**src/hdl/vtp_pkg.sv**
```systemverilog
// VTP shared definitions: table geometry, entry layout and the request, response and memory structs
package vtp_pkg;

    // ============================================================
    // Address geometry
    // ============================================================

    // Two table levels, each indexed by 9 bits of the VA page
    localparam int PT_IDX_WIDTH = 9;
    localparam int PT_MAX_DEPTH = 2;
    localparam int VA_PAGE_WIDTH = PT_IDX_WIDTH * PT_MAX_DEPTH;

    // A line holds 4 entries of 64 bits, so the low 2 index bits pick the word
    localparam int LINE_ADDR_WIDTH = 8;
    localparam int LINE_WORDS = 4;
    localparam int WORD_IDX_WIDTH = 2;
    localparam int LINE_IDX_WIDTH = PT_IDX_WIDTH - WORD_IDX_WIDTH;

    localparam int TLB_ENTRIES = 16;
    localparam int REQ_CREDITS = 4;

    typedef logic [VA_PAGE_WIDTH-1:0] t_va_page;
    typedef logic [LINE_ADDR_WIDTH-1:0] t_line_addr;
    typedef logic [LINE_WORDS-1:0][63:0] t_line_data;

    // Page table entry as software writes it into a line
    typedef struct packed {
        logic [47:0] unused;
        t_line_addr  pa_line;
        logic [5:0]  reserved;
        logic        invalid;
        logic        terminal;
    } t_pte;

    typedef struct packed {
        t_va_page va;
    } t_xlate_req;

    // Translation result, the fault flag replaces a valid PA
    typedef struct packed {
        t_va_page   va;
        t_line_addr pa_line;
        logic       fault;
    } t_xlate_rsp;

    typedef struct packed {
        logic       write;
        t_line_addr addr;
        t_line_data wdata;
    } t_mem_req;

endpackage

```
**src/hdl/vtp_tlb.sv**
```systemverilog
// Direct-mapped TLB with a registered lookup, fill from the walker and a whole-table flush
`timescale 1ns/10ps

module vtp_tlb (
    input  logic                clk,
    input  logic                reset,
    input  logic                lookup_valid,
    input  vtp_pkg::t_va_page   lookup_va,
    input  logic                fill_valid,
    input  vtp_pkg::t_xlate_rsp fill_rsp,
    input  logic                flush,
    output logic                hit,
    output logic                miss,
    output vtp_pkg::t_line_addr hit_pa
);

    import vtp_pkg::*;

    localparam int SET_WIDTH = $clog2(TLB_ENTRIES);
    localparam int TAG_WIDTH = VA_PAGE_WIDTH - SET_WIDTH;

    // Tag and PA arrays carry no reset, the valid bits alone mark live entries
    logic [TLB_ENTRIES-1:0] entry_valid;
    logic [TAG_WIDTH-1:0] entry_tag [TLB_ENTRIES];
    t_line_addr entry_pa [TLB_ENTRIES];

    logic [SET_WIDTH-1:0] lookup_set;
    logic [TAG_WIDTH-1:0] lookup_tag;
    logic [SET_WIDTH-1:0] fill_set;
    logic lookup_match;

    assign lookup_set = lookup_va[SET_WIDTH-1:0];
    assign lookup_tag = lookup_va[VA_PAGE_WIDTH-1:SET_WIDTH];
    assign fill_set = fill_rsp.va[SET_WIDTH-1:0];
    assign lookup_match = entry_valid[lookup_set] && (entry_tag[lookup_set] == lookup_tag);

    // ============================================================
    // Lookup, result one cycle after the request
    // ============================================================

    always_ff @(posedge clk)
    begin
        if (reset)
        begin
            hit <= 1'b0;
            miss <= 1'b0;
        end
        else
        begin
            hit <= lookup_valid && lookup_match;
            miss <= lookup_valid && !lookup_match;
        end
    end

    always_ff @(posedge clk)
    begin
        hit_pa <= entry_pa[lookup_set];
    end

    // ============================================================
    // Fill and flush
    // ============================================================

    // Faulting walks leave the table untouched so the fault is seen again
    always_ff @(posedge clk)
    begin
        if (fill_valid && !fill_rsp.fault)
        begin
            entry_tag[fill_set] <= fill_rsp.va[VA_PAGE_WIDTH-1:SET_WIDTH];
            entry_pa[fill_set] <= fill_rsp.pa_line;
        end
    end

    always_ff @(posedge clk)
    begin
        if (reset || flush)
        begin
            // A table write may change any mapping, so every entry goes
            entry_valid <= '0;
        end
        else if (fill_valid && !fill_rsp.fault)
        begin
            entry_valid[fill_set] <= 1'b1;
        end
    end

endmodule

```
**config.mk**
```make
export PLATFORM = sky130hd
export DESIGN_NAME = vtp_tlb
export DESIGN_NICKNAME = d
export VERILOG_FILES = /design/src/hdl/vtp_pkg.sv /design/src/hdl/vtp_tlb.sv
export SDC_FILE = /design/constraint.sdc
export NUM_CORES = 1
export LEC_CHECK = 0
export BUFFER_PORTS_ARGS = -buffer_cell sky130_fd_sc_hd__buf_2
export CAP_MARGIN = 20
export CORE_AREA = 2 2 207 209
export CTS_CLUSTER_DIAMETER = 30
export DETAILED_ROUTE_END_ITERATION = 7
export DIE_AREA = 0 0 209 211
export PLACE_DENSITY_LB_ADDON = 0.2
export RECOVER_POWER = 100
export SETUP_SLACK_MARGIN = 0.2
export SLEW_MARGIN = 40
export SYNTH_ARGS = -nofsm -noshare
export SYNTH_HDL_FRONTEND = slang
export SYNTH_SLANG_ARGS = --single-unit
```
**constraint.sdc**
```tcl
create_clock -name clk -period 4.4 [get_ports clk]
set_clock_uncertainty 0.2 [all_clocks]
set_input_delay 0.66 -clock clk [delete_from_list [all_inputs] [get_ports clk]]
set_output_delay 0.66 -clock clk [all_outputs]
set_load 0.01 [all_outputs]
```
==> qor.txt <==
Total Die Area - 0.0441 mm²
ys async rst share - 0%
worst hold path class - in -> reg
max cap viols - 16
Yosys top cell area share - 73.1%
CP bufs+invs - 2
clk slew on worst S/H paths - 0.05 ns
Hold Vio Cnt, Final - 0
Post-DP Area - 0.0156 mm²
Pre-antenna DRT Iters - 6
RSZ-0062 raised after global routing - false
commonest cells after routing, fill and taps aside - edfxtp_1 (352), mux4_2 (92), clkbuf_16 (76)
unique cell type count in the Yosys netlist - 43
final net count - 817
via count - 6913
slew margin rel. - -58.8%
fill count - 3573
Post CTS Setup Buffer Count - 0
PostCTS Resize Cnt - 0
met1 usage in global routing - 20.9%
initial core utilization - 34.6%
DRT iter0 DRCs - 449
Synth Instances - 630
CTS tree - built
vias in the first global route - 7613
CTS Buffer Depth - 3
delay-heaviest family, CP - buffers and inverters
arrival time worst endpoint - 3.27 ns
maximum VDD drop - 0.294 mV
diodes inserted - 0
CP Data Required Time - 4.35 ns
Post-CTS Hold Buffers - 0
met2 usage - 27.4%
Post-Syn Area - 0.0145 mm²
Slew Limit Fails - 363
clk_lat worst skew - 0.56 ns
gr usage total - 16.1%
crit path cell chain - buf_2 -> nand2b_1 -> or3_1 -> nor2_1 -> clkbuf_1
clk sinks - 378
Lkg Pwr - 5.85 nW
DR vias/cell - 5.07
Critical-path top delay cell - clkbuf_1
post-DP HPWL - 18600 µm
max incr delay on CP - 1.27 ns
Cell Rows - 75
met3 usage - 3.35%
cell area after layout - 0.0179 mm²
total core area - 0.0418 mm²
number of synthesis warnings - 0
flop and latch count out of synthesis - 378
Syn Area/Cell - 23.0 µm²
final setup vio count - 0
Remaining DRCs - 0
CP endpoint kind - flip-flop
worst setup path category - in -> reg
Overall Power - 0.00980 W
share of cells above drive strength 1 - 31.6%
routability cong. - 0.709
total gr overflow - 0
CTS root buffer - clkbuf_16
Seq/Total Area, Yosys - 76.7%
die span in y - 211 µm
WL final - 34600 µm
initial antenna violation count - 0
IO Port Bufs - 59
Max FO, Critical Path - 17
Tcrit/Tclk final - 75.6%
area leader, netlist - edfxtp_1
nature of the critical path startpoint - input port
Die X-Extent - 209 µm
first-pass GRT wire length - 50700 µm
Main synth FF type - edfxtp_1
Ports - 60
pin count of the biggest net entering global routing - 42
failing checks - capacitance limit, slew limit
fin crit period - 3.32 ns
drt wl/cell - 25.4 µm
most common cell after layout, fill and taps aside - edfxtp_1
P per Cell Area - 547 mW/mm²
number of synthesized flops with an enable pin - 352
number of routed nets with antenna violations - 0
Final TNS setup - 0 ns
max frequency - 301 MHz
Final Util - 42.9%
status - finished, violations left
top cells by area, synth - edfxtp_1 (73%), mux4_2 (14%), dfxtp_1 (3.6%), mux2i_1 (1.9%), mux4_1 (1.3%)
layer with the highest usage - met2
P&R area growth vs syn - 23.8%
actual slew at the worst max-slew pin - 2.38 ns
syn_nets - 680
CTS H-tree lvls - 3
CTS buffer count - 74
[synthesized netlist by cell type (2+ instances only)]
| cell | instances |
|---|---|
| mux4_1 | 7 |
| xnor2_1 | 4 |
| dfxtp_1 | 26 |
| xor2_1 | 17 |
| a221oi_1 | 3 |
| nor3_1 | 5 |
| o21a_1 | 17 |
| nand4_1 | 2 |
| or3_1 | 2 |
| buf_6 | 3 |
| o21ai_0 | 2 |
| nand2_1 | 4 |
| inv_1 | 2 |
| nand3_1 | 3 |
| and2_1 | 2 |
| buf_1 | 3 |
| mux4_2 | 92 |
| clkbuf_1 | 10 |
| a31oi_1 | 2 |
| buf_2 | 8 |
| mux2i_1 | 27 |
| nand2b_1 | 3 |
| edfxtp_1 | 352 |
| nor2_1 | 15 |
[power by group]
| part | leakage, nW | switching (W) | internal [W] | total (W) |
|---|---|---|---|---|
| Sequential | 3.38 | 0.0000119 | 0.00399 | 0.00400 |
| Clock | 1.18 | 0.00182 | 0.00361 | 0.00543 |
| Combinational | 1.28 | 0.000213 | 0.000153 | 0.000366 |
| Total | 5.85 | 0.00204 | 0.00775 | 0.00980 |
[cell families (layout without fill, tap and decap cells)]
family,after synthesis,count (layout),share of synthesized area (%)
AO/OA/AOI/OAI,31,31,1.74
XOR/XNOR,21,21,1.27
buffers and inverters,29,224,1.12
flip-flops,378,378,76.7
multiplexers,127,127,17.5
AND/OR/NAND/NOR,44,44,1.64
[layout make-up]
class,count,area [µm²],share of cell area [%]
timing repair buffer,87,429,2.40
sequential,378,11100,61.9
clock buffer,90,1960,11.0
multi-input combinational,223,3240,18.1
inverter,3,11.3,0.0629
clock inverter,44,495,2.77
tap,539,674,3.77
[layer usage]
layer | vias to the layer above | share of wire (%)
met5 | - | 0
met4 | 0 | 2.1
met3 | 64 | 5.1
met2 | 196 | 51
met1 | 3680 | 42
li1 | 2973 | -
[path summary, 6_finish.rpt]
kind	startpoint	endpoint	slack, ns	cells past startpoint
setup / recovery	fill_rsp[0]	entry_tag[4][1]	1.08	5
hold / removal	reset	hit	0.14	2
setup reg to reg	entry_tag[15][4]	miss	1.80	7
hold reg to reg	entry_valid[2]	entry_valid[2]	0.26	1
[sequential cells by signal, summed over array words and instances, names as in the netlist]
| register | count |
|---|---|
| miss | 1 |
| hit_pa | 8 |
| entry_pa | 128 |
| entry_tag | 224 |
| hit | 1 |
| entry_valid | 16 |
[metrics by stage]
stage | setup slack (ns) | instances | hold slack [ns]
after global routing | 0.840 | 1364 | 0.116
after CTS | 1.39 | 1364 | 0.115
after global placement | 0.825 | 1230 | 0.243
final | 1.08 | 1364 | 0.136
after floorplan | 0.886 | 630 | 0.235
after detailed placement | 0.800 | 1230 | 0.250
Note: power is estimated with default switching activity, not from simulation.
