**config.mk**
```make
export PLATFORM = sky130hd
export DESIGN_NAME = pt_mem_arbiter
export DESIGN_NICKNAME = d
export VERILOG_FILES = /design/src/hdl/vtp_pkg.sv /design/src/hdl/pt_mem_arbiter.sv
export SDC_FILE = /design/constraint.sdc
export NUM_CORES = 1
export LEC_CHECK = 0
export ABC_AREA = 1
export BUFFER_PORTS_ARGS = -buffer_cell sky130_fd_sc_hd__buf_2
export CAP_MARGIN = 20
export CORE_AREA = 2 2 209 211
export DETAILED_ROUTE_END_ITERATION = 8
export DIE_AREA = 0 0 211 213
export PLACE_DENSITY = 0.38
export SYNTH_ARGS = -nofsm -noshare
export SYNTH_HDL_FRONTEND = slang
export SYNTH_SLANG_ARGS = --single-unit
```
**constraint.sdc**
```tcl
create_clock -name clk -period 0.9 [get_ports clk]
set_input_delay 0.045 -clock clk [delete_from_list [all_inputs] [get_ports clk]]
set_output_delay 0.045 -clock clk [all_outputs]
set_load 0.1 [all_outputs]
```
**src/hdl/vtp_pkg.sv**
```systemverilog
// VTP shared definitions: table geometry, entry layout and the request, response and memory structs
package vtp_pkg;

    // ============================================================
    // Address geometry
    // ============================================================

    // Two table levels, each indexed by 9 bits of the VA page
    localparam int PT_IDX_WIDTH = 9;
    localparam int PT_MAX_DEPTH = 2;
    localparam int VA_PAGE_WIDTH = PT_IDX_WIDTH * PT_MAX_DEPTH;

    // A line holds 4 entries of 64 bits, so the low 2 index bits pick the word
    localparam int LINE_ADDR_WIDTH = 8;
    localparam int LINE_WORDS = 4;
    localparam int WORD_IDX_WIDTH = 2;
    localparam int LINE_IDX_WIDTH = PT_IDX_WIDTH - WORD_IDX_WIDTH;

    localparam int TLB_ENTRIES = 16;
    localparam int REQ_CREDITS = 4;

    typedef logic [VA_PAGE_WIDTH-1:0] t_va_page;
    typedef logic [LINE_ADDR_WIDTH-1:0] t_line_addr;
    typedef logic [LINE_WORDS-1:0][63:0] t_line_data;

    // Page table entry as software writes it into a line
    typedef struct packed {
        logic [47:0] unused;
        t_line_addr  pa_line;
        logic [5:0]  reserved;
        logic        invalid;
        logic        terminal;
    } t_pte;

    typedef struct packed {
        t_va_page va;
    } t_xlate_req;

    // Translation result, the fault flag replaces a valid PA
    typedef struct packed {
        t_va_page   va;
        t_line_addr pa_line;
        logic       fault;
    } t_xlate_rsp;

    typedef struct packed {
        logic       write;
        t_line_addr addr;
        t_line_data wdata;
    } t_mem_req;

endpackage

```
**src/hdl/pt_mem_arbiter.sv**
```systemverilog
// Two-way round-robin arbiter sharing the table memory between the walker and the load port
`timescale 1ns/10ps

module pt_mem_arbiter (
    input  logic                clk,
    input  logic                reset,
    input  logic                walk_valid,
    input  vtp_pkg::t_line_addr walk_addr,
    input  logic                load_valid,
    input  vtp_pkg::t_line_addr load_addr,
    input  vtp_pkg::t_line_data load_data,
    output logic                walk_ready,
    output logic                load_ready,
    output logic                mem_req_valid,
    output vtp_pkg::t_mem_req   mem_req,
    output logic                wrote
);

    // Set when the load port won the last grant
    logic last_load;

    // On a conflict the side that did not win last time goes first
    assign walk_ready = walk_valid && (!load_valid || last_load);
    assign load_ready = load_valid && !walk_ready;
    assign mem_req_valid = walk_ready || load_ready;

    always_comb
    begin
        mem_req.write = load_ready;
        mem_req.addr = load_ready ? load_addr : walk_addr;
        mem_req.wdata = load_data;
    end

    always_ff @(posedge clk)
    begin
        if (reset)
        begin
            last_load <= 1'b0;
            wrote <= 1'b0;
        end
        else
        begin
            if (mem_req_valid)
            begin
                last_load <= load_ready;
            end
            // The write lands this cycle, the TLB flush follows next cycle
            wrote <= load_ready;
        end
    end

endmodule

```
==> results.py, run 1 <==
metrics = {
    "outcome": {
        "violations": "negative setup slack",
        "status": "complete, but fails checks",
    },
    "synth": {
        "synth_top_family_by_area": "buffers and inverters",
        "synth_nets": 570,
        "synthAdderAreaFrac": 0,
        "syn_avg_cell_area_um2": 7.21,
        "synth-xor-area-share": 0,
        "yosys-top-cells-area": "buf_4 91%, nand2_1 4.6%, dfxtp_1 1.9%, a21oi_4 0.77%, inv_1 0.53%",
        "ys_seq_area_frac": 0.0189,
        "synth-compound-area-share": 0.0165,
        "ys_types": 10,
        "synthSimpleGateAreaFrac": 0.0478,
        "netlist.area_leader.share": 0.910,
        "synth_area_um2": 2120,
        "synth_seq_cells": 2,
        "syn_inst": 294,
        "synth.area.mux_share": 0,
        "yosysTopAreaCell": "buf_4",
        "ys_warn_count": 0,
    },
    "routing": {
        "wl_per_cell_um": 14.7,
        "vias": 835,
        "ant_nets": 0,
        "routed_via_density": 1.34,
        "drt_iter0_drc": 27,
        "drc": 0,
        "wl_um": 9150,
        "drt-pass1-iter-count": 4,
    },
    "timing": {
        "finalSetupViolCount": 13,
        "slew_headroom": 0.876,
        "max_freq_ghz": 0.799,
        "fin_ws_ns": -0.351,
        "worst_slew_pin_slew_ns": 0.185,
        "finClkSkew_ns": 0.00150,
        "tns_ns": -3.84,
        "hold_viol_final": 0,
        "fin_crit_sh": 1.39,
        "fin_crit_ns": 1.25,
        "rsz0062_at_grt": "yes",
        "maxSlewViolCount": 0,
    },
    "floorplanning": {
        "core-area_um2": 42700,
        "die_height_um": 213,
        "std_cell_rows": 76,
        "initial_core_util": 0.0497,
        "die_w_um": 211,
        "io_pins": 545,
        "die-area_um2": 44900,
    },
    "global_route": {
        "grt_max_degree": 12,
        "grt_pass1_vias": 983,
        "antenna_found_initial": 0,
        "grt_first_pass_wirelength_um": 10500,
        "grt_overflow": 0,
        "grt.total_usage": 0.0375,
    },
    "place": {
        "gp_congestion": 0.598,
        "io_buffers": 32,
        "place_hpwl_um": 7890,
        "placed_area_um2": 1440,
        "dp_slack_ns": -0.149,
    },
    "worst_hold_path": {
        "min_from": "reset",
        "min_path_type": "in -> reg",
        "min_to": "wrote",
        "hold_path_depth": 4,
    },
    "worst_setup_path": {
        "critPathMaxFanout": 11,
        "r2r_end": "last_load",
        "crit_path_start_kind": "flop",
        "required_ns": 0.85,
        "reg2regPathDepth": 5,
        "cp-end-kind": "output port",
        "worstPathArrival_ns": 1.21,
        "r2r_slack_ns": -0.05,
        "r2r_start": "last_load",
        "worstSetupPathType": "reg -> out",
    },
    "power_and_ir_drop": {
        "leakagePower_nw": 0.420,
        "ir_drop_uv": 406,
        "pwr_density_cell_nw_per_um2": 1060,
    },
    "finish": {
        "layout_commonest_cell": "buf_2",
        "syn_to_final_growth_pct": -27.6,
        "n_fill_cell": 5022,
        "layout_common_cells": "19 x buf_2, 14 x buf_12, 9 x nand2_2, 9 x nand2_1, 8 x nand2_8",
        "drive_gt1_frac": 0.833,
        "nets": 356,
        "diodes": 0,
        "postLayoutCellArea_um2": 1540,
        "finish.utilization": 0.0360,
    },
    "clock_tree": {
        "clk_latency_ns": 0.22,
        "clkTransAtPathRegs_ns": 0.03,
        "root_buffer": "clkbuf_16",
        "cts.sink_count": 2,
        "numCtsBuffers": 3,
        "cts_tree": "built",
        "h-tree-depth": 1,
        "ctsHoldBuffers": 0,
        "cts_buffer_depth": 2,
    },
    "run": {
        "drv_cap": 0,
    },
}
-- cell families after synthesis --
group                  Yosys count
DFF                              2
AOI/OAI and AO/OA                4
and+or+nand+nor                 27
buffers and inverters          261
-- worst max path at each step --
| stage | slack, ns | endpoint | startpoint | cells past startpoint |
|---|---|---|---|---|
| detailed placement | -0.15 | mem_req[261] | last_load | 4 |
| finish | -0.35 | mem_req[256] | last_load | 5 |
| floorplan | -0.66 | mem_req[256] | last_load | 3 |
| CTS | -0.37 | mem_req[256] | last_load | 5 |
| global placement | -0.15 | mem_req[259] | last_load | 4 |
| global route | -0.40 | mem_req[256] | last_load | 5 |
-- layer usage --
layer,vias up,track usage,share of wire
li1,193,-,-
met1,259,0.0144,0.14
met2,253,0.0461,0.36
met3,130,0.0474,0.30
met4,0,0.0733,0.20
met5,-,0.00222,0
-- worst max-delay path, cell delays in order, from the launching register on --
cell and delay, ns:
dfxtp_2 0.33, a21oi_4 0.16, buf_12 0.15, nand2_2 0.10
nand2_8 0.07, buf_12 0.16
-- layout make-up --
cell class | count | area, um2 | share of cell area
clock buffer | 3 | 75.1 | 0.0489
tap | 546 | 683 | 0.445
sequential | 2 | 42.5 | 0.0277
inverter | 4 | 15.0 | 0.00978
multi-input combinational | 31 | 307 | 0.200
timing repair buffer | 38 | 413 | 0.269
-- synth_stat cells (all sizes together) --
library cell	instances
a21o	1
buf	257
nand2	26
nor2	1
dfxtp	2
a21oi	1
inv	4
o21ai	2
-- what timing repair did --
item                                    CTS  global route
setup buffers                             1             0
pin swaps                                 1             1
cloned                                    0             0
endpoints found under the setup margin   13            13
gates resized for setup                   4             0
-- registers in the layout (all words and copies together) (netlist names) --
name       flops
wrote          1
last_load      1
-- per-stage QoR --
stage               total power [mW]  std cells  hold WS, ns
floorplan                       6.00        294        0.189
global placement               0.944        620       0.0907
detailed placement             0.943        620       0.0907
CTS                             1.65        624       0.0702
global route                    1.68        624       0.0901
finish                          1.63        624       0.0633
-- report_power, final --
part / total [mW] / switching (mW) / internal [mW]
registers: 0.103 / 0.00650 / 0.0966
clock network: 0.677 / 0.111 / 0.566
logic: 0.846 / 0.532 / 0.313
Note: power is estimated with default switching activity, not from simulation.
==> run 2, diff against run 1 <==
--- a/config.mk
+++ b/config.mk
@@ -12,6 +12,7 @@
 export DETAILED_ROUTE_END_ITERATION = 8
 export DIE_AREA = 0 0 211 213
 export PLACE_DENSITY = 0.38
+export SKIP_CTS_REPAIR_TIMING = 1
 export SYNTH_ARGS = -nofsm -noshare
 export SYNTH_HDL_FRONTEND = slang
 export SYNTH_SLANG_ARGS = --single-unit
==> results.py, run 2 (same netlist as run 1, synthesis figures left out) <==
metrics = {
    "clock_tree": {
        "h-tree-depth": 1,
        "root_buffer": "clkbuf_16",
        "cts_tree": "built",
        "cts_buffer_depth": 2,
        "clkTransAtPathRegs_ns": 0.03,
        "numCtsBuffers": 3,
        "cts.sink_count": 2,
        "clk_latency_ns": 0.22,
    },
    "worst_hold_path": {
        "min_to": "wrote",
        "hold_path_depth": 4,
        "min_path_type": "in -> reg",
        "min_from": "reset",
    },
    "finish": {
        "n_fill_cell": 5019,
        "drive_gt1_frac": 0.833,
        "diodes": 0,
        "regArea_um2": 42.5,
        "layout_commonest_cell": "buf_2",
        "syn_to_final_growth_pct": -27.6,
        "largestRegisters": "last_load x1, wrote x1",
        "nets": 356,
        "fin_cells": 624,
        "layout_common_cells": "19 x buf_2, 14 x buf_12, 9 x nand2_2, 9 x nand2_1, 8 x nand2_8",
        "multi_input_area_um2": 307,
        "postLayoutCellArea_um2": 1540,
    },
    "routing": {
        "drc": 0,
        "vias": 835,
        "ant_nets": 0,
        "drt-pass1-iter-count": 4,
        "met2_length_um": 3260,
        "wl_met3_um": 2790,
        "drt_iter0_drc": 22,
        "m1WireLength_um": 1310,
        "wl_per_cell_um": 14.7,
        "highest_layer": "met4",
        "wl_um": 9150,
        "routed_via_density": 1.34,
    },
    "worst_setup_path": {
        "crit_slowest_cell": "dfxtp_2",
        "crit_chain": "a21oi_4, buf_12, nand2_2, nand2_8, buf_12",
        "crit_path_start_kind": "flop",
        "required_ns": 0.85,
        "r2r_start": "last_load",
        "crit_path_frequent_cell": "buf_12",
        "r2r_end": "last_load",
        "cp-end-kind": "output port",
        "cpPeakStageDelay_ns": 0.33,
        "critPathMaxFanout": 11,
        "r2r_slack_ns": -0.05,
        "worstSetupPathType": "reg -> out",
        "reg2regPathDepth": 5,
        "worstPathArrival_ns": 1.21,
    },
    "power_and_ir_drop": {
        "combPwrFrac": 0.520,
        "pwr-share-seq": 0.063,
        "pwr_density_cell_nw_per_um2": 1060,
        "clock_power_share": 0.416,
        "power.internal_mw": 0.976,
        "ir_drop_uv": 406,
        "leakagePower_nw": 0.420,
        "p_switching_mw": 0.650,
        "swShare": 0.400,
    },
    "place": {
        "dp_cells": 620,
        "io_buffers": 32,
        "placed_area_um2": 1440,
        "gp_congestion": 0.598,
        "dp_slack_ns": -0.149,
        "place_hpwl_um": 7890,
    },
    "floorplanning": {
        "core-area_um2": 42700,
        "die_height_um": 213,
        "io_pins": 545,
        "die-area_um2": 44900,
        "die_w_um": 211,
        "initial_core_util": 0.0497,
        "std_cell_rows": 76,
    },
    "global_route": {
        "grt_max_degree": 12,
        "grt_first_pass_wirelength_um": 10500,
        "grt_overflow": 0,
        "antenna_found_initial": 0,
        "grt_pass1_vias": 972,
        "grt.total_usage": 0.0375,
    },
    "timing": {
        "fin_ws_ns": -0.351,
        "rsz0062_at_grt": "yes",
        "fin_crit_ns": 1.25,
        "max_freq_ghz": 0.799,
        "finClkSkew_ns": 0.00149,
        "finalSetupViolCount": 13,
        "maxSlewViolCount": 0,
        "fin_crit_sh": 1.39,
        "worst_slew_pin_slew_ns": 0.185,
        "tns_ns": -3.84,
        "hold_viol_final": 0,
        "fin_hold_ws_ns": 0.0633,
        "slew_headroom": 0.876,
    },
    "outcome": {
        "status": "complete, but fails checks",
        "violations": "negative setup slack",
    },
    "run": {
        "drv_cap": 0,
    },
}
## run 2: worst max-delay path by stage
stage	end	start	cells past startpoint	slack, ns
5_1_grt	mem_req[256]	last_load	5	-0.40
4_1_cts	mem_req[261]	last_load	4	-0.38
6_report	mem_req[256]	last_load	5	-0.35
2_1_floorplan	mem_req[256]	last_load	3	-0.66
3_5_place_dp	mem_req[261]	last_load	4	-0.15
3_3_place_gp	mem_req[259]	last_load	4	-0.15
## run 2: per-stage QoR
stage          utilization  power [mW]
2_1_floorplan            -        6.00
3_3_place_gp        0.0336       0.944
3_5_place_dp        0.0336       0.943
4_1_cts             0.0354        1.63
5_1_grt             0.0360        1.68
6_report            0.0360        1.63
## run 2: worst max-delay path, delay by kind of cell (launching register included)
| kind | cells | cell delay [ns] |
|---|---|---|
| AND/OR/NAND/NOR | 2 | 0.17 |
| flip-flops | 1 | 0.33 |
| buffers and inverters | 2 | 0.31 |
| AO/OA/AOI/OAI | 1 | 0.16 |
## run 2: power groups by stage
stage | Clock [mW] | Sequential, mW | Combinational (mW)
floorplan | 0 | 0.122 | 5.88
global route | 0.700 | 0.104 | 0.879
detailed placement | 0 | 0.104 | 0.839
global placement | 0 | 0.103 | 0.840
finish | 0.677 | 0.103 | 0.846
CTS | 0.689 | 0.103 | 0.840
## run 2: final cells by class
class | instances | area share
well taps | 546 | 0.445
clock buffers | 3 | 0.0489
multi-input cells | 31 | 0.200
repair buffers | 38 | 0.269
flip-flops and latches | 2 | 0.0277
inverters | 4 | 0.00978
## run 2: routing by layer
layer  track usage  vias up
met3        0.0474      130
li1              -      193
met5       0.00222        -
met1        0.0145      259
met4        0.0733        0
met2        0.0458      253
