==> config.mk <==
export PLATFORM = sky130hd
export DESIGN_NAME = vtp_pt_walk
export DESIGN_NICKNAME = d
export VERILOG_FILES = /design/src/hdl/vtp_pkg.sv /design/src/hdl/vtp_pt_walk.sv
export SDC_FILE = /design/constraint.sdc
export NUM_CORES = 1
export LEC_CHECK = 0
export ABC_AREA = 1
export BUFFER_PORTS_ARGS = -buffer_cell sky130_fd_sc_hd__buf_2
export CORE_AREA = 2 2 125 127
export DETAILED_ROUTE_END_ITERATION = 7
export DIE_AREA = 0 0 127 129
export HOLD_SLACK_MARGIN = 0.06
export PLACE_DENSITY_LB_ADDON = 0.15
export SYNTH_ARGS = -nofsm -noshare
export SYNTH_HDL_FRONTEND = slang
export SYNTH_SLANG_ARGS = --single-unit
==> constraint.sdc <==
create_clock -name clk -period 3.2 [get_ports clk]
set_input_delay 0.32 -clock clk [delete_from_list [all_inputs] [get_ports clk]]
set_output_delay 0.32 -clock clk [all_outputs]
set_load 0.01 [all_outputs]
==> src/hdl/vtp_pkg.sv <==
// VTP shared definitions: table geometry, entry layout and the request, response and memory structs
package vtp_pkg;

    // ============================================================
    // Address geometry
    // ============================================================

    // Two table levels, each indexed by 9 bits of the VA page
    localparam int PT_IDX_WIDTH = 9;
    localparam int PT_MAX_DEPTH = 2;
    localparam int VA_PAGE_WIDTH = PT_IDX_WIDTH * PT_MAX_DEPTH;

    // A line holds 4 entries of 64 bits, so the low 2 index bits pick the word
    localparam int LINE_ADDR_WIDTH = 8;
    localparam int LINE_WORDS = 4;
    localparam int WORD_IDX_WIDTH = 2;
    localparam int LINE_IDX_WIDTH = PT_IDX_WIDTH - WORD_IDX_WIDTH;

    localparam int TLB_ENTRIES = 16;
    localparam int REQ_CREDITS = 4;

    typedef logic [VA_PAGE_WIDTH-1:0] t_va_page;
    typedef logic [LINE_ADDR_WIDTH-1:0] t_line_addr;
    typedef logic [LINE_WORDS-1:0][63:0] t_line_data;

    // Page table entry as software writes it into a line
    typedef struct packed {
        logic [47:0] unused;
        t_line_addr  pa_line;
        logic [5:0]  reserved;
        logic        invalid;
        logic        terminal;
    } t_pte;

    typedef struct packed {
        t_va_page va;
    } t_xlate_req;

    // Translation result, the fault flag replaces a valid PA
    typedef struct packed {
        t_va_page   va;
        t_line_addr pa_line;
        logic       fault;
    } t_xlate_rsp;

    typedef struct packed {
        logic       write;
        t_line_addr addr;
        t_line_data wdata;
    } t_mem_req;

endpackage

==> src/hdl/vtp_pt_walk.sv <==
// Page table walker that reads two table levels and returns the translation or a fault
`timescale 1ns/10ps

module vtp_pt_walk (
    input  logic                clk,
    input  logic                reset,
    input  logic                enable,
    input  vtp_pkg::t_line_addr root,
    input  logic                walk_start,
    input  vtp_pkg::t_va_page   walk_va,
    input  logic                rd_ready,
    input  vtp_pkg::t_line_data rd_data,
    input  logic                rd_data_valid,
    output logic                rd_valid,
    output vtp_pkg::t_line_addr rd_addr,
    output logic                done,
    output vtp_pkg::t_xlate_rsp result,
    output logic                walk_fault
);

    import vtp_pkg::*;

    typedef enum logic [1:0] {
        WALK_IDLE,
        WALK_READ,
        WALK_WAIT,
        WALK_DONE
    } t_walk_state;

    t_walk_state state;

    // Remaining VA index, the next level's 9 bits always sit at the top
    t_va_page va_idx;
    // Word of the line that holds the entry being read
    logic [WORD_IDX_WIDTH-1:0] word_idx;
    // Line address of the table page for the current level
    t_line_addr level_base;
    // Number of levels read so far
    logic [1:0] depth;

    logic [LINE_IDX_WIDTH-1:0] line_idx;
    t_pte entry;
    logic last_level;

    assign line_idx = va_idx[VA_PAGE_WIDTH-1 -: LINE_IDX_WIDTH];
    assign entry = rd_data[word_idx];
    assign last_level = (depth == 2'(PT_MAX_DEPTH));

    // The table page base plus the line index selects the line of this level
    assign rd_valid = (state == WALK_READ);
    assign rd_addr = level_base + LINE_ADDR_WIDTH'(line_idx);
    assign done = (state == WALK_DONE);

    // ============================================================
    // Walk state machine
    // ============================================================

    always_ff @(posedge clk)
    begin
        if (reset)
        begin
            state <= WALK_IDLE;
            walk_fault <= 1'b0;
        end
        else
        begin
            case (state)
                WALK_IDLE:
                begin
                    if (walk_start)
                    begin
                        // Without a valid table there is nothing to walk
                        state <= enable ? WALK_READ : WALK_DONE;
                        walk_fault <= walk_fault || !enable;
                    end
                end
                WALK_READ:
                begin
                    // Address and valid hold until the arbiter grants
                    if (rd_ready)
                    begin
                        state <= WALK_WAIT;
                    end
                end
                WALK_WAIT:
                begin
                    if (rd_data_valid)
                    begin
                        if (entry.invalid || (entry.terminal != last_level))
                        begin
                            // Missing entry, or the walk ended at the wrong depth
                            state <= WALK_DONE;
                            walk_fault <= 1'b1;
                        end
                        else if (entry.terminal)
                        begin
                            state <= WALK_DONE;
                        end
                        else
                        begin
                            state <= WALK_READ;
                        end
                    end
                end
                default:
                begin
                    state <= WALK_IDLE;
                end
            endcase
        end
    end

    // ============================================================
    // Walk datapath
    // ============================================================

    always_ff @(posedge clk)
    begin
        if (state == WALK_IDLE)
        begin
            va_idx <= walk_va;
            level_base <= root;
            depth <= '0;
            result.va <= walk_va;
            result.pa_line <= '0;
            result.fault <= !enable;
        end
        else if (state == WALK_READ && rd_ready)
        begin
            word_idx <= va_idx[VA_PAGE_WIDTH-LINE_IDX_WIDTH-1 -: WORD_IDX_WIDTH];
            va_idx <= va_idx << PT_IDX_WIDTH;
            depth <= depth + 1'b1;
        end
        else if (state == WALK_WAIT && rd_data_valid)
        begin
            level_base <= entry.pa_line;
            result.pa_line <= entry.pa_line;
            result.fault <= entry.invalid || (entry.terminal != last_level);
        end
    end

endmodule

==> flow_summary.yaml, run 1 <==
critical_path:
  crit_path_start: "va_idx[11]"
  cp_common_cell: "nor2_1"
  critPathSlowestCell: "fa_1"
  worstPathRequired_ps: 2880
  rr_startpoint: "state[1]"
  slowest_delay_ps: 410
  worstPathArrival_ps: 2170
  crit_type: "flop to output port"
  end_kind: "output port"
  critPathLaunchType: "flop"
  critPathMaxFanout: 2
  worstPathCellList: "ha_1 -> fa_1 -> nand3_1 -> nand2_1 -> a21oi_1 -> nor2_1 -> nor2_1 -> xor2_1 -> buf_2"
power:
  p_total_mw: 2.79
  p_leak_nw: 1.75
  powerDensity_nw_per_um2: 728
  max-vdd-ir-drop_mv: 0.345
timing:
  finalSetupViolCount: 0
  hold_viol: 0
  tightest_slew_ps: 811
  finClkSkew_ps: 7.71
  period_minus_slack_ps: 2490
  slew_viol_final: 0
  rsz0062_at_grt: "no"
  period_share: 0.779
  fin_tns_setup_ps: 0
  fin_ws_ps: 708
  max_freq_mhz: 401
  max-slew-margin-rel: 0.458
  hold_slack_ps: 185
global_route:
  grt_max_degree: 45
  gr-total-overflow: 0
  grt_usage: 0.0994
  grt_pass1_wl_um: 12300
  first_global_vias: 2361
  antenna_found_initial: 3
synth:
  synth-edff-count: 47
  syn_inst: 286
  synth-async-reset-ratio: 0
  synth.most_common_cell: "nand2_1"
  synth_common_cells: "nand2_1, edfxtp_1, a21oi_1"
  synth_warnings: 0
  synthDistinctLibCells: 29
  yosys.area.top_type: "edfxtp_1"
  syn_area_per_cell_um2: 10.0
  synth_seq_area_share: 0.585
  synthTopCellsByArea: "edfxtp_1, nand2_1, dfxtp_1"
  synth_nets: 583
  netlist_area_um2: 2860
  synthFlopType: "edfxtp_1"
  synth_top_area_frac: 0.494
  synth_seq_cells: 60
die:
  num_rows: 45
  io_pins: 326
  core-area_um2: 15000
  start_util: 0.191
  die_w_um: 127
  dieArea_um2: 16400
  die_y_um: 129
hold_path:
  min_path_type: "primary input to flop"
  hold_start: "reset"
place:
  placed_area_um2: 3560
  place_ws_ps: 1000
  gp_congestion: 0.770
  numPortBuffers: 109
  hpwl_um: 6240
route:
  drt_iter0_drc: 63
  firstDrtPassIters: 4
  routed_wl_um: 8060
  drc_errors: 0
  wl_per_cell_um: 13.6
  vias_per_cell: 3.97
  vias: 2347
  postRouteAntennaNets: 0
final_layout:
  drive_above_1_share: 0.342
  final_nets: 694
  n_fill_cell: 1665
  multiInputGateArea_um2: 998
  fin_area_um2: 3830
  syn_to_final_growth_pct: 33.9
  ff_latch_area_um2: 1670
cts:
  cts_resized: 0
  cts_tree: "yes"
  postCtsHoldBufs: 0
  clk_latency_ps: 320
  numCtsBuffers: 9
  cts_max_level: 3
  clock_sinks: 60
  cts.reportedPaths.clkPinSlew_ps: 50
  cts_buffer_depth: 2
  ctsRootBufferMaster: "clkbuf_16"
  cts_setup_buffers: 0
run_status:
  status: "finished, final reports clean"
flow_run:
  maxCapViolCount: 0
worst paths after layout:
path              cells after the start     endpoint  slack (ps)
setup / recovery                      9   rd_addr[6]         710
hold / removal                        2     state[1]         180
setup reg to reg                      3   va_idx[13]        1160
hold reg to reg                       0  word_idx[0]         430
metrics by stage:
| step | utilization | cells |
|---|---|---|
| 3_3_place_gp | 0.238 | 574 |
| 3_5_place_dp | 0.238 | 574 |
| 6_report | 0.256 | 591 |
| 5_1_grt | 0.255 | 589 |
| 4_1_cts | 0.255 | 589 |
| 2_1_floorplan | - | 286 |
kinds of logic after synthesis:
family | count (synthesis) | synth area share
simple gates | 118 | 0.172
flops | 60 | 0.585
compound gates | 56 | 0.117
buf+inv | 37 | 0.0661
fa+ha+maj | 9 | 0.0420
xor+xnor | 6 | 0.0184
sequential cells by signal, summed over array words and instances (netlist names):
| signal | flops |
|---|---|
| walk_fault | 1 |
| va_idx | 18 |
| word_idx | 2 |
| depth | 2 |
| result | 27 |
| level_base | 8 |
| state | 2 |
worst max-delay path, delay by kind of cell, from the launching register on:
family,cells,cell delay (ps)
AOI/OAI and AO/OA,1,140
xor gates and xnor gates,1,180
adders and majority gates,2,650
buffers and inverters,1,160
DFF,1,380
and+or+nand+nor,4,350
cells in the final DEF, fill, tap and decap left out:
cell type and count:
buf_2 109, nand2_1 82, edfxtp_1 47, a21oi_1 27
inv_1 19, nor2_1 19, o21ai_0 15, dfxtp_1 13
nand3_1 10, clkbuf_16 9, a32o_1 8, ha_1 8
inv_2 6, xor2_1 6, clkinv_2 3, diode_2 2
o21ai_1 2, o21ai_2 2, clkinv_1 2, clkinvlp_4 2
buf_4 2, nor2_4 1, nor2_2 1, nor3_1 1
o311ai_0 1, nor2_8 1, and3_1 1, or2_1 1
nand4_1 1, a21oi_2 1, fa_1 1
report_power, final:
group	switching, mW	internal, mW
registers	0.0627	1.05
logic	0.529	0.311
clock network	0.324	0.509
metal layers:
metal | GRT usage | routed length, um | share of wire | up-vias
li1 | - | - | - | 1203
met1 | 0.125 | 3670 | 0.45 | 1062
met2 | 0.152 | 3690 | 0.46 | 67
met3 | 0.0374 | 541 | 0.067 | 13
met4 | 0.0452 | 159 | 0.020 | 2
met5 | 0 | 5 | 0.00062 | -
cell type report:
cell class,count,share of cell area
sequential,60,0.437
multi-input combinational,189,0.261
timing repair buffer,111,0.146
tap,188,0.0615
clock buffer,9,0.0588
inverter,26,0.0258
clock inverter,6,0.00850
antenna,2,0.00131
(Power assumes the default switching activity.)
==> run 2, diff against run 1 <==
--- a/config.mk
+++ b/config.mk
@@ -7,9 +7,9 @@
 export LEC_CHECK = 0
 export ABC_AREA = 1
 export BUFFER_PORTS_ARGS = -buffer_cell sky130_fd_sc_hd__buf_2
-export CORE_AREA = 2 2 125 127
+export CORE_AREA = 2 2 127 129
 export DETAILED_ROUTE_END_ITERATION = 7
-export DIE_AREA = 0 0 127 129
+export DIE_AREA = 0 0 129 131
 export HOLD_SLACK_MARGIN = 0.06
 export PLACE_DENSITY_LB_ADDON = 0.15
 export SYNTH_ARGS = -nofsm -noshare
==> constraint.sdc (replaced) <==
create_clock -name clk -period 2.35 [get_ports clk]
set_input_delay 0.235 -clock clk [delete_from_list [all_inputs] [get_ports clk]]
set_output_delay 0.235 -clock clk [all_outputs]
set_load 0.01 [all_outputs]
==> flow_summary.yaml, run 2 (synthesis results as in run 1) <==
power:
  switching_share: 0.328
  p_switching_mw: 1.32
  powerDensity_nw_per_um2: 1020
  pwr-share-seq: 0.379
  p_leak_nw: 1.78
  internal_power_mw: 2.70
  p_total_mw: 4.02
  p_comb_frac: 0.299
  max-vdd-ir-drop_mv: 0.310
  p_clk_frac: 0.322
place:
  place_ws_ps: 314
  hpwl_um: 6580
  numPortBuffers: 109
  placed_area_um2: 3610
  gp_congestion: 0.765
  placed_cells: 604
critical_path:
  crit_type: "flop to output port"
  worstPathCellList: "ha_2 -> fa_2 -> nand3_2 -> nand2_2 -> a21oi_2 -> nor2_1 -> nor2_1 -> xor2_1 -> buf_2"
  worstPathRequired_ps: 2120
  end_kind: "output port"
  critPathTopFamily: "adder cells"
  critPathLaunchType: "flop"
  critPathSlowestCell: "edfxtp_1"
  critPathBufInv: 1
  slowest_delay_ps: 370
  worstPathArrival_ps: 1990
  cp_common_cell: "nor2_1"
  critPathMaxFanout: 2
final_layout:
  reg_top3: "result (27), va_idx (18), level_base (8)"
  largest_register_ffs: 27
  layout_common_cells: "buf_2, nand2_1, edfxtp_1"
  final_nets: 696
  largest-register: "result"
  n_fill_cell: 1711
  layout_commonest_cell: "buf_2"
  fin_cells: 621
  syn_to_final_growth_pct: 37.8
  drive_above_1_share: 0.364
  fin_area_um2: 3940
route:
  firstDrtPassIters: 4
  wl_per_cell_um: 13.8
  drt_iter0_drc: 107
  vias: 2395
  drc_errors: 0
  vias_per_cell: 3.86
  postRouteAntennaNets: 0
  routed_wl_um: 8600
global_route:
  grt_max_degree: 45
  gr-total-overflow: 0
  antenna_found_initial: 4
  grt_usage: 0.103
  grt_pass1_wl_um: 12800
  first_global_vias: 2269
cts:
  cts_tree: "yes"
  cts.reportedPaths.clkPinSlew_ps: 60
  postCtsHoldBufs: 0
  cts_buffer_depth: 2
  numCtsBuffers: 9
  clock_sinks: 60
  ctsRootBufferMaster: "clkbuf_16"
  clk_latency_ps: 330
  cts_max_level: 3
  cts_setup_buffers: 0
flow_run:
  maxCapViolCount: 0
timing:
  slew_viol_final: 0
  period_minus_slack_ps: 2220
  tightest_slew_ps: 827
  rsz0062_at_grt: "yes"
  period_share: 0.946
  max-slew-margin-rel: 0.447
  hold_slack_ps: 91.0
  finalSetupViolCount: 0
  max_freq_mhz: 450
  hold_viol: 0
  fin_ws_ps: 126
  finClkSkew_ps: 5.75
die:
  die_w_um: 129
  core-area_um2: 15600
  die_y_um: 131
  dieArea_um2: 16900
  start_util: 0.183
  num_rows: 46
  io_pins: 326
hold_path:
  min_path_type: "primary input to flop"
run_status:
  status: "finished, final reports clean"
## run 2: timing repair
item,in CTS,in global routing
pin swaps,0,1
setup endpoints to repair,1,2
gates resized for setup,1,5
cloned,0,0
endpoints found under the hold margin,0,0
## run 2: power by group through the flow
stage / registers, mW / logic [mW] / clock network [mW]
2_1_floorplan: 1.55 / 0.701 / 0
3_3_place_gp: 1.54 / 1.20 / 0
3_5_place_dp: 1.54 / 1.21 / 0
4_1_cts: 1.52 / 1.21 / 1.34
5_1_grt: 1.55 / 1.36 / 1.39
6_report: 1.52 / 1.20 / 1.29
## run 2: worst paths after layout
path | start | to | slack [ps] | cells after the start
max | va_idx[11] | rd_addr[6] | 130 | 9
min | walk_va[3] | result[12] | 90 | 1
max reg2reg | word_idx[0] | result[0] | 620 | 7
min reg2reg | va_idx[10] | word_idx[1] | 430 | 0
## run 2: area by class of cell
cell class	count	area [um^2]	area share
Multi-Input combinational cell	189	1030	0.261
Clock buffer	9	225	0.0572
Antenna cell	1	2.50	0.000635
Inverter	26	98.8	0.0251
Timing Repair Buffer	113	576	0.146
Sequential cell	60	1670	0.424
Clock inverter	7	67.6	0.0172
Tap cell	216	270	0.0686
## run 2: routing by layer
layer  part of all wire  global-route usage
met1               0.46               0.136
met2               0.45               0.145
met3              0.077              0.0472
met4              0.012              0.0403
met5             0.0053                   0
## run 2: per-stage QoR
step,util,setup TNS (ps)
after floorplan,-,0
after global placement,0.232,0
after detailed placement,0.232,0
after CTS,0.251,0
after global routing,0.252,-26.7
final,0.253,0
## run 2: worst register-to-register path, delay by kind of cell, from the launching register on
kind / cells / cell delay (ps)
AOI/OAI and AO/OA: 1 / 60
buffers and inverters: 1 / 460
DFF: 1 / 390
and+or+nand+nor: 5 / 540
