<file path="config.mk">
export PLATFORM = sky130hd
export DESIGN_NAME = credit_fifo
export DESIGN_NICKNAME = d
export VERILOG_FILES = /design/src/hdl/credit_fifo.sv
export SDC_FILE = /design/constraint.sdc
export NUM_CORES = 1
export LEC_CHECK = 0
export ABC_AREA = 1
export BUFFER_PORTS_ARGS = -buffer_cell sky130_fd_sc_hd__buf_2
export CORE_MARGIN = 1.5
export CORE_UTILIZATION = 50
export DETAILED_ROUTE_END_ITERATION = 8
export MAX_ROUTING_LAYER = met4
export PLACE_DENSITY_LB_ADDON = 0.15
export SLEW_MARGIN = 40
export SYNTH_ARGS = -nofsm -noshare
export SYNTH_HDL_FRONTEND = slang
export SYNTH_SLANG_ARGS = --single-unit
</file>
<file path="constraint.sdc">
create_clock -name clk -period 3.7 [get_ports clk]
set_input_delay 0.555 -clock clk [delete_from_list [all_inputs] [get_ports clk]]
set_output_delay 0.555 -clock clk [all_outputs]
set_load 0.1 [all_outputs]
</file>
<file path="src/hdl/credit_fifo.sv">
// Circular FIFO for any payload type, with a registered pop strobe used as a credit return
`timescale 1ns/10ps

module credit_fifo #(
    parameter type payload_t = logic,
    parameter int DEPTH = 4
) (
    input  logic     clk,
    input  logic     reset,
    input  logic     push,
    input  payload_t push_data,
    input  logic     pop,
    output payload_t head,
    output logic     not_empty,
    output logic     credit_return
);

    localparam int PTR_WIDTH = (DEPTH > 1) ? $clog2(DEPTH) : 1;
    localparam int CNT_WIDTH = $clog2(DEPTH + 1);

    payload_t storage [DEPTH];
    logic [PTR_WIDTH-1:0] wr_ptr;
    logic [PTR_WIDTH-1:0] rd_ptr;
    logic [CNT_WIDTH-1:0] count;
    logic do_push;
    logic do_pop;

    // A push into a full FIFO or a pop from an empty one is dropped
    assign do_push = push && (count != CNT_WIDTH'(DEPTH));
    assign do_pop = pop && not_empty;
    assign not_empty = (count != '0);
    assign head = storage[rd_ptr];

    always_ff @(posedge clk)
    begin
        if (do_push)
        begin
            storage[wr_ptr] <= push_data;
        end
    end

    always_ff @(posedge clk)
    begin
        if (reset)
        begin
            wr_ptr <= '0;
            rd_ptr <= '0;
            count <= '0;
            credit_return <= 1'b0;
        end
        else
        begin
            // Pointers wrap explicitly so DEPTH need not be a power of two
            if (do_push)
            begin
                wr_ptr <= (wr_ptr == PTR_WIDTH'(DEPTH - 1)) ? '0 : wr_ptr + 1'b1;
            end
            if (do_pop)
            begin
                rd_ptr <= (rd_ptr == PTR_WIDTH'(DEPTH - 1)) ? '0 : rd_ptr + 1'b1;
            end
            count <= count + CNT_WIDTH'(do_push) - CNT_WIDTH'(do_pop);
            // One credit goes back to the sender per entry that leaves
            credit_return <= do_pop;
        end
    end

endmodule

</file>
==> results of run 1 <==
-- power breakdown --
part           switching (uW)  internal [uW]  leakage [uW]
Clock                    46.4           39.0     0.0000154
Combinational             227           84.8      0.000235
Sequential               30.0            199      0.000119
Total                     304            323      0.000370
-- synthesized netlist by cell type --
cell type  instances
fa_1               1
nand2_2            3
nor2_4             1
xor2_1             1
ha_1               7
nor2_1            17
nand3b_1           2
inv_1             13
or2_2              1
nand3_1            1
edfxtp_1           4
o21ai_0            3
nand2_1            7
nor2_2             1
nand2_4            1
dfxtp_1           10
a21oi_1            3
-- how the worst min path moves through the flow --
| stage | to | slack [ns] | startpoint |
|---|---|---|---|
| 2_1_floorplan | flop | 0.48 | rd_ptr[1]$_SDFFE_PP0N_ |
| 5_1_grt | count[1]$_SDFF_PP0_ | 0.49 | reset |
| 4_1_cts | credit_return$_SDFF_PP0_ | 0.47 | reset |
| 3_3_place_gp | rd_ptr[1]$_SDFFE_PP0N_ | 0.52 | rd_ptr[1]$_SDFFE_PP0N_ |
| 3_5_place_dp | rd_ptr[1]$_SDFFE_PP0N_ | 0.51 | rd_ptr[1]$_SDFFE_PP0N_ |
| 6_report | count[1]$_SDFF_PP0_ | 0.48 | reset |
-- critical path, stage by stage (launching register included) --
cell and delay, ns:
dfxtp_1 0.38, nor2_4 0.15, nand2_2 0.10, nand2_1 0.09
inv_1 0.04, ha_1 0.26, inv_1 0.06, ha_1 0.15
inv_1 0.05, fa_1 0.38, xor2_1 0.20, nand2_1 0.07
nand2_1 0.06, nor2_1 0.03
-- final cells by class --
class / instances / area [sq um]
clock buffer: 3 / 22.5
clock inverter: 1 / 3.75
fill: 110 / 526
inverter: 13 / 48.8
multi-input combinational: 49 / 310
sequential: 14 / 320
tap: 15 / 18.8
timing repair buffer: 7 / 35.0
-- placed cells by master (no fill, tap or decap), drive strengths merged --
cell / synthesis / final
a21oi: 3 / 3
buf: 0 / 7
clkbuf: 0 / 3
clkinv: 0 / 1
dfxtp: 10 / 10
edfxtp: 4 / 4
fa: 1 / 1
ha: 7 / 7
inv: 13 / 13
nand2: 11 / 11
nand3: 1 / 1
nand3b: 2 / 2
nor2: 19 / 19
o21ai: 3 / 3
or2: 1 / 1
xor2: 1 / 1
-- cell families (layout without fill, tap and decap cells) --
| family | Yosys count | in the layout | share of synthesized area |
|---|---|---|---|
| AND/OR/NAND/NOR | 34 | 34 | 0.241 |
| adder cells (fa/ha/maj) | 8 | 8 | 0.158 |
| XOR/XNOR | 1 | 1 | 0.0129 |
| buffers and inverters | 13 | 24 | 0.0718 |
| flip-flops | 14 | 14 | 0.471 |
| AO/OA/AOI/OAI | 6 | 6 | 0.0442 |
-- metrics by stage --
stage | instances | total power (uW)
floorplan | 76 | 493
global placement | 98 | 536
detailed placement | 98 | 542
CTS | 102 | 633
global route | 102 | 683
finish | 102 | 627
-- routing by layer --
metal  GRT usage  vias up
met5           -        -
met4       0.103        0
met3      0.0341        2
met2       0.254        5
met1       0.205      194
li1            -      254
==> results.json, run 1 <==
{
  "ioPinCount": 8,
  "power.density_nw_per_um2": 825,
  "routed_wl_microns": 935,
  "cts.sinks": 14,
  "clock_latency_ns": 0.27,
  "cts_setup_buffers": 0,
  "final_max_slew_viol_count": 0,
  "whs_ns": 0.482,
  "cts.repair.resized": 0,
  "setup_viol": 0,
  "viasPerCell": 4.46,
  "yosysWarnings": 0,
  "initial_core_util": 0.529,
  "crit_arrival_ns": 2.30,
  "relSlewSlack": 0.680,
  "final_area_sq_um": 759,
  "cts_made_buffers": 3,
  "r2r_setup_slack_ns": 1.57,
  "post-synth-top-area-fraction": 0.295,
  "wl_met1_microns": 476,
  "timing.fmax_ghz": 0.470,
  "period_needed_ns": 2.13,
  "num_antenna_cells": 0,
  "reg2reg_depth": 13,
  "critPathMaxFanout": 6,
  "cts_tree": "done",
  "p_leak_uw": 0.000370,
  "wl_per_cell_microns": 9.17,
  "postPlaceCellArea_sq_um": 733,
  "dr.pass1.iters": 4,
  "vdd_drop_max_uv": 384,
  "area_growth_pct": 11.8,
  "path_clk_slew_ns": 0.08,
  "dieArea_sq_um": 1590,
  "row_count": 13,
  "maxCapViolations": 0,
  "die-height_microns": 39.9,
  "ys_seq_area_frac": 0.471,
  "period_share": 0.575,
  "start_kind": "flop",
  "dr.max_layer_used": "met4",
  "syn_avg_cell_area_sq_um": 8.94,
  "hold_class": "input port to flop",
  "grt-ovfl-total": 0,
  "antenna_found_initial": 0,
  "grt.total_usage": 0.169,
  "grt_pass1_wl_microns": 1680,
  "r2r-start": "count[1]$_SDFF_PP0_",
  "htree_levels": 1,
  "critPathRequiredTime_ns": 3.87,
  "dp_slack_ns": 1.56,
  "clock_path_buffers": 2,
  "yosys-top-cells-area": "dfxtp_1 29%, edfxtp_1 18%, ha_1 13%",
  "root_buffer": "clkbuf_4",
  "rsz0062_at_grt": "no",
  "setup_tns_ns": 0,
  "nNetsFinal": 101,
  "finalWorstSetupSlack_ns": 1.57,
  "finalHoldViolCount": 0,
  "utilization": 0.591,
  "tightest_slew_ns": 0.483,
  "worstReg2RegEnd": "count[2]$_SDFF_PP0_",
  "wl_met3_microns": 21,
  "cts_hold_buf": 0,
  "crit_type": "flop to flop",
  "synthCells": 76,
  "wl_met2_microns": 424,
  "ant_nets": 0,
  "status": "finished, final reports clean",
  "yosysTopAreaCell": "dfxtp_1",
  "grt_max_degree": 9,
  "drc": 0,
  "synth_area_sq_um": 679,
  "drive_gt1_frac": 0.195,
  "endpoint_kind": "flop",
  "syn_nets": 89,
  "synth_seq_cells": 14,
  "place_congestion": 0.758,
  "grt_pass1_vias": 422,
  "dp_hpwl_microns": 690,
  "setup.worst_path.start": "count[1]$_SDFF_PP0_",
  "finalClockSkew_ns": 0.00366,
  "drtIter0Drc": 5,
  "min_path_cells": 2,
  "critPathCapture": "count[2]$_SDFF_PP0_",
  "die_w_microns": 39.9,
  "port_buffers": 7,
  "vias": 455,
  "yosysUniqueCellTypes": 17,
  "core_area_sq_um": 1280
}
Note: power is estimated with default switching activity, not from simulation.
==> inputs of run 2 (changes only) <==
clock period = 2.2 ns   (was 3.7 ns; I/O delays follow)
==> run 2 against run 1 <==
Global-route usage increased by 1.6 points. Final cell count stayed put. Critical path type unchanged. Sequential share of layout area decreased by 0.72 points. Core utilization up 1.3 points.
==> results.json, run 2 (synthesized netlist as in run 1, its figures left out) <==
{
  "status": "finished, final reports clean",
  "die-height_microns": 39.9,
  "clock_path_buffers": 2,
  "area_growth_pct": 14.2,
  "rsz0062_at_grt": "no",
  "vias": 466,
  "grt_pass1_vias": 419,
  "crit_buf_inv": 3,
  "die_w_microns": 39.9,
  "routed_wl_microns": 1060,
  "nNetsFinal": 101,
  "hold_class": "input port to flop",
  "timing.fmax_ghz": 0.490,
  "port_buffers": 7,
  "initial_core_util": 0.529,
  "crit_family": "adder cells",
  "viasPerCell": 4.57,
  "p_sw_frac": 0.477,
  "wl_per_cell_microns": 10.3,
  "cts_tree": "done",
  "ioPinCount": 8,
  "drtIter0Drc": 4,
  "critPathRequiredTime_ns": 2.39,
  "cts.sinks": 14,
  "period_share": 0.927,
  "critPathMaxFanout": 6,
  "final_max_slew_viol_count": 0,
  "power.density_nw_per_um2": 1440,
  "final_cell_mix": "17 x nor2_1, 13 x inv_1, 9 x dfxtp_1",
  "finalClockSkew_ns": 0.00393,
  "crit_type": "flop to flop",
  "period_needed_ns": 2.04,
  "cts_hold_buf": 0,
  "slowest_stage": "fa_1",
  "grt-ovfl-total": 0,
  "switchingPower_uw": 534,
  "row_count": 13,
  "crit_path_cell_trace": "nor2_4, nand2_4, nand2_1, inv_1, ha_1, inv_1, ha_1, inv_1, fa_1, xor2_1, nand2_1, nand2_1, nor2_1",
  "htree_levels": 1,
  "clkPwrFrac": 0.170,
  "maxCapViolations": 0,
  "grt.total_usage": 0.185,
  "finalHoldViolCount": 0,
  "cts_made_buffers": 3,
  "drive_gt1_frac": 0.218,
  "vdd_drop_max_uv": 745,
  "dieArea_sq_um": 1590,
  "cpPeakStageDelay_ns": 0.39,
  "clock_latency_ns": 0.29,
  "dr.pass1.iters": 2,
  "ant_nets": 0,
  "dp_hpwl_microns": 790,
  "tightest_slew_ns": 0.483,
  "grt_pass1_wl_microns": 1730,
  "setup_viol": 0,
  "p_leak_uw": 0.000378,
  "setup_tns_ns": 0,
  "internal_power_uw": 586,
  "start_kind": "flop",
  "num_antenna_cells": 0,
  "crit_arrival_ns": 2.23,
  "dp_cells": 98,
  "antenna_found_initial": 0,
  "drc": 0,
  "fillers": 113,
  "comb_power_share": 0.483,
  "path_clk_slew_ns": 0.09,
  "place_congestion": 0.696,
  "endpoint_kind": "flop",
  "layout_commonest_cell": "nor2_1",
  "relSlewSlack": 0.680,
  "instances_no_fill": 102,
  "grt_max_degree": 9,
  "core_area_sq_um": 1280,
  "root_buffer": "clkbuf_4",
  "power_frac_seq": 0.347
}
-- run 2: cell count changes in the layout (fill, tap and decap cells not counted) --
cell	delta
o21ai_1	+1
dfxtp_2	+1
dfxtp_1	-1
nand2_4	+1
nand2_2	-1
clkbuf_8	+1
clkinv_1	-1
o21ai_0	-1
-- run 2: final cells by class --
cell class                 count  area (sq um)  share of cell area
sequential                    14           322               0.415
tap                           15          18.8              0.0242
multi-input combinational     49           315               0.406
inverter                      13          48.8              0.0629
timing repair buffer           7          35.0              0.0452
clock buffer                   4          36.3              0.0468
-- run 2: layer usage --
| metal | up-vias | track usage | part of all wire |
|---|---|---|---|
| li1 | 256 | - | - |
| met5 | - | - | 0 |
| met2 | 8 | 0.282 | 0.47 |
| met1 | 198 | 0.196 | 0.47 |
| met4 | 0 | 0.129 | 0.020 |
| met3 | 4 | 0.0682 | 0.036 |
-- run 2: stage by stage --
stage | cell area (sq um) | power (uW) | worst slack (ns) | hold slack, ns | utilization
after floorplan | 684 | 840 | 0.0538 | 0.397 | -
after global placement | 738 | 919 | 0.169 | 0.519 | 0.574
after detailed placement | 738 | 934 | 0.0925 | 0.517 | 0.574
after CTS | 774 | 1120 | 0.0751 | 0.236 | 0.603
after global routing | 776 | 1210 | 0.00975 | 0.234 | 0.604
final | 776 | 1120 | 0.160 | 0.235 | 0.604
-- run 2: worst paths after layout --
| check | end | depth (start not counted) | startpoint | slack [ns] |
|---|---|---|---|---|
| min | count[0]$_SDFF_PP0_ | 2 | reset | 0.23 |
| max reg2reg | count[2]$_SDFF_PP0_ | 13 | count[0]$_SDFF_PP0_ | 0.16 |
| max | count[2]$_SDFF_PP0_ | 13 | count[0]$_SDFF_PP0_ | 0.16 |
| min reg2reg | flop | 2 | rd_ptr[1]$_SDFFE_PP0N_ | 0.53 |
-- run 2: worst reg2reg max path: cells and delay by family, from the launching register on --
family | cells | cell delay, ns
adder cells (fa/ha/maj) | 3 | 0.78
buffers and inverters | 3 | 0.16
XOR/XNOR | 1 | 0.18
AND/OR/NAND/NOR | 6 | 0.49
flip-flops | 1 | 0.35
-- run 2: repair_timing --
item                                    in CTS  in global routing
endpoints found under the setup margin       0                  1
buffers inserted                             0                  0
gates resized for setup                      0                  1
-- run 2: power groups by stage --
stage | combinational, uW | clock [uW] | sequential, uW
after floorplan | 423 | 0 | 417
after global placement | 527 | 0 | 391
after detailed placement | 540 | 0 | 394
after CTS | 544 | 191 | 387
after global routing | 602 | 207 | 398
final | 541 | 190 | 389
==> inputs of run 3 (changes only) <==
CORE_UTILIZATION = 25   (was 50)
==> run 3 against run 2 <==
Register-to-register slack gained 0.04 ns. Sequential share of layout area shrank 0.46 points. Sequential power is essentially flat. Total power shrank 5.0%. Global-route usage shrank 9.0 points. Fmax grew 1.9%. Final cell count grew 15%. Worst hold slack gained 0.012 ns. Clock skew grew 0.00081 ns. Cell area grew 1.1%.
==> results.json, run 3 (synthesized netlist as in run 1, its figures left out) <==
{
  "internal_power_uw": 547,
  "maxCapViolations": 0,
  "layout_commonest_cell": "nor2_1",
  "vdd_drop_max_uv": 624,
  "timing.fmax_ghz": 0.499,
  "die_w_microns": 55.1,
  "clock_path_buffers": 2,
  "final_max_slew_viol_count": 0,
  "critPathMaxFanout": 6,
  "finalClockSkew_ns": 0.00474,
  "port_buffers": 7,
  "dp_hpwl_microns": 825,
  "ioPinCount": 8,
  "dieArea_sq_um": 3040,
  "cts_setup_buffers": 0,
  "area_growth_pct": 15.5,
  "place_congestion": 0.678,
  "period_needed_ns": 2.00,
  "root_buffer": "clkbuf_4",
  "endpoint_kind": "flop",
  "dr.pass1.iters": 4,
  "dp_slack_ns": 0.154,
  "ant_nets": 0,
  "wl_met3_microns": 57,
  "viasPerCell": 4.09,
  "grt_pass1_vias": 432,
  "grt_max_degree": 9,
  "power.density_nw_per_um2": 1360,
  "antenna_found_initial": 0,
  "routed_wl_microns": 1050,
  "setup_viol": 0,
  "grt_pass1_wl_microns": 1830,
  "critPathRequiredTime_ns": 2.38,
  "htree_levels": 1,
  "nNetsFinal": 101,
  "comb_power_share": 0.497,
  "switchingPower_uw": 517,
  "cts_tree": "done",
  "wl_per_cell_microns": 8.99,
  "path_clk_slew_ns": 0.08,
  "cts_made_buffers": 3,
  "crit_arrival_ns": 2.18,
  "row_count": 18,
  "wl_met1_microns": 489,
  "clock_latency_ns": 0.28,
  "period_share": 0.910,
  "clkPwrFrac": 0.137,
  "cts_hold_buf": 0,
  "final_cell_mix": "17 x nor2_1, 13 x inv_1, 9 x dfxtp_1",
  "vias": 479,
  "rsz0062_at_grt": "no",
  "setup_tns_ns": 0,
  "wl_met2_microns": 481,
  "die-height_microns": 55.1,
  "hold_class": "input port to flop",
  "grt.total_usage": 0.0949,
  "finalHoldViolCount": 0,
  "dr.max_layer_used": "met4",
  "tightest_slew_ns": 0.484,
  "initial_core_util": 0.269,
  "drive_gt1_frac": 0.207,
  "start_kind": "flop",
  "num_antenna_cells": 0,
  "power_frac_seq": 0.366,
  "r2r_setup_slack_ns": 0.20,
  "grt-ovfl-total": 0,
  "relSlewSlack": 0.680,
  "p_leak_uw": 0.000372,
  "cts.sinks": 14,
  "finalWorstSetupSlack_ns": 0.198,
  "status": "finished, final reports clean",
  "final_area_sq_um": 785,
  "p_sw_frac": 0.486,
  "crit_type": "flop to flop",
  "drtIter0Drc": 3,
  "core_area_sq_um": 2520,
  "drc": 0,
  "postPlaceCellArea_sq_um": 757
}
[run 3: cell types whose count changed in the layout (fill, tap and decap cells not counted), sizes merged]
| cell | before | now |
|---|---|---|
| clkbuf | 4 | 3 |
| clkinv | 0 | 1 |
[run 3: repair_timing]
action / 4_1_cts / 5_1_grt
endpoints found under the hold margin: 0 / 0
setup endpoints to repair: 0 / 1
gates resized for setup: 0 / 1
[run 3: path summary, 6_finish.rpt]
| check | start | to | cells past startpoint |
|---|---|---|---|
| worst max register to register | count[1]$_SDFF_PP0_ | count[2]$_SDFF_PP0_ | 13 |
| worst min-delay path | reset | count[1]$_SDFF_PP0_ | 2 |
| worst min register to register | rd_ptr[1]$_SDFFE_PP0N_ | rd_ptr[1]$_SDFFE_PP0N_ | 2 |
| worst max-delay path | count[1]$_SDFF_PP0_ | count[2]$_SDFF_PP0_ | 13 |
[run 3: area by class of cell]
class,count,area [sq um]
sequential,14,322
inverter,13,48.8
fill,289,1740
clock buffer,3,22.5
multi-input combinational,49,315
clock inverter,1,3.75
timing repair buffer,7,35.0
tap,30,37.5
[run 3: per-layer routing]
layer | GRT usage | vias up
met5 | - | -
met4 | 0.0488 | 0
met3 | 0.0484 | 4
met2 | 0.141 | 9
met1 | 0.104 | 212
li1 | - | 254
[run 3: power groups by stage]
| stage | Clock (uW) | Sequential (uW) | Combinational [uW] |
|---|---|---|---|
| 5_1_grt | 169 | 399 | 604 |
| 6_report | 146 | 389 | 529 |
| 2_1_floorplan | 0 | 417 | 423 |
| 3_3_place_gp | 0 | 395 | 533 |
| 4_1_cts | 157 | 390 | 540 |
| 3_5_place_dp | 0 | 395 | 534 |
[run 3: stage by stage]
| step | cells | hold WS (ns) | power (uW) | utilization |
|---|---|---|---|---|
| 3_3_place_gp | 113 | 0.531 | 927 | 0.300 |
| 2_1_floorplan | 76 | 0.397 | 840 | - |
| 4_1_cts | 117 | 0.233 | 1090 | 0.311 |
| 6_report | 117 | 0.247 | 1060 | 0.311 |
| 5_1_grt | 117 | 0.234 | 1170 | 0.311 |
| 3_5_place_dp | 113 | 0.518 | 929 | 0.300 |
[run 3: worst max-delay path, stage by stage (launching register included)]
cell	delay [ns]
dfxtp_2	0.36
nor2_4	0.14
nand2_4	0.08
nand2_1	0.08
inv_1	0.05
ha_1	0.26
inv_1	0.06
ha_1	0.13
inv_1	0.05
fa_1	0.36
xor2_1	0.17
nand2_1	0.07
nand2_1	0.06
nor2_1	0.04
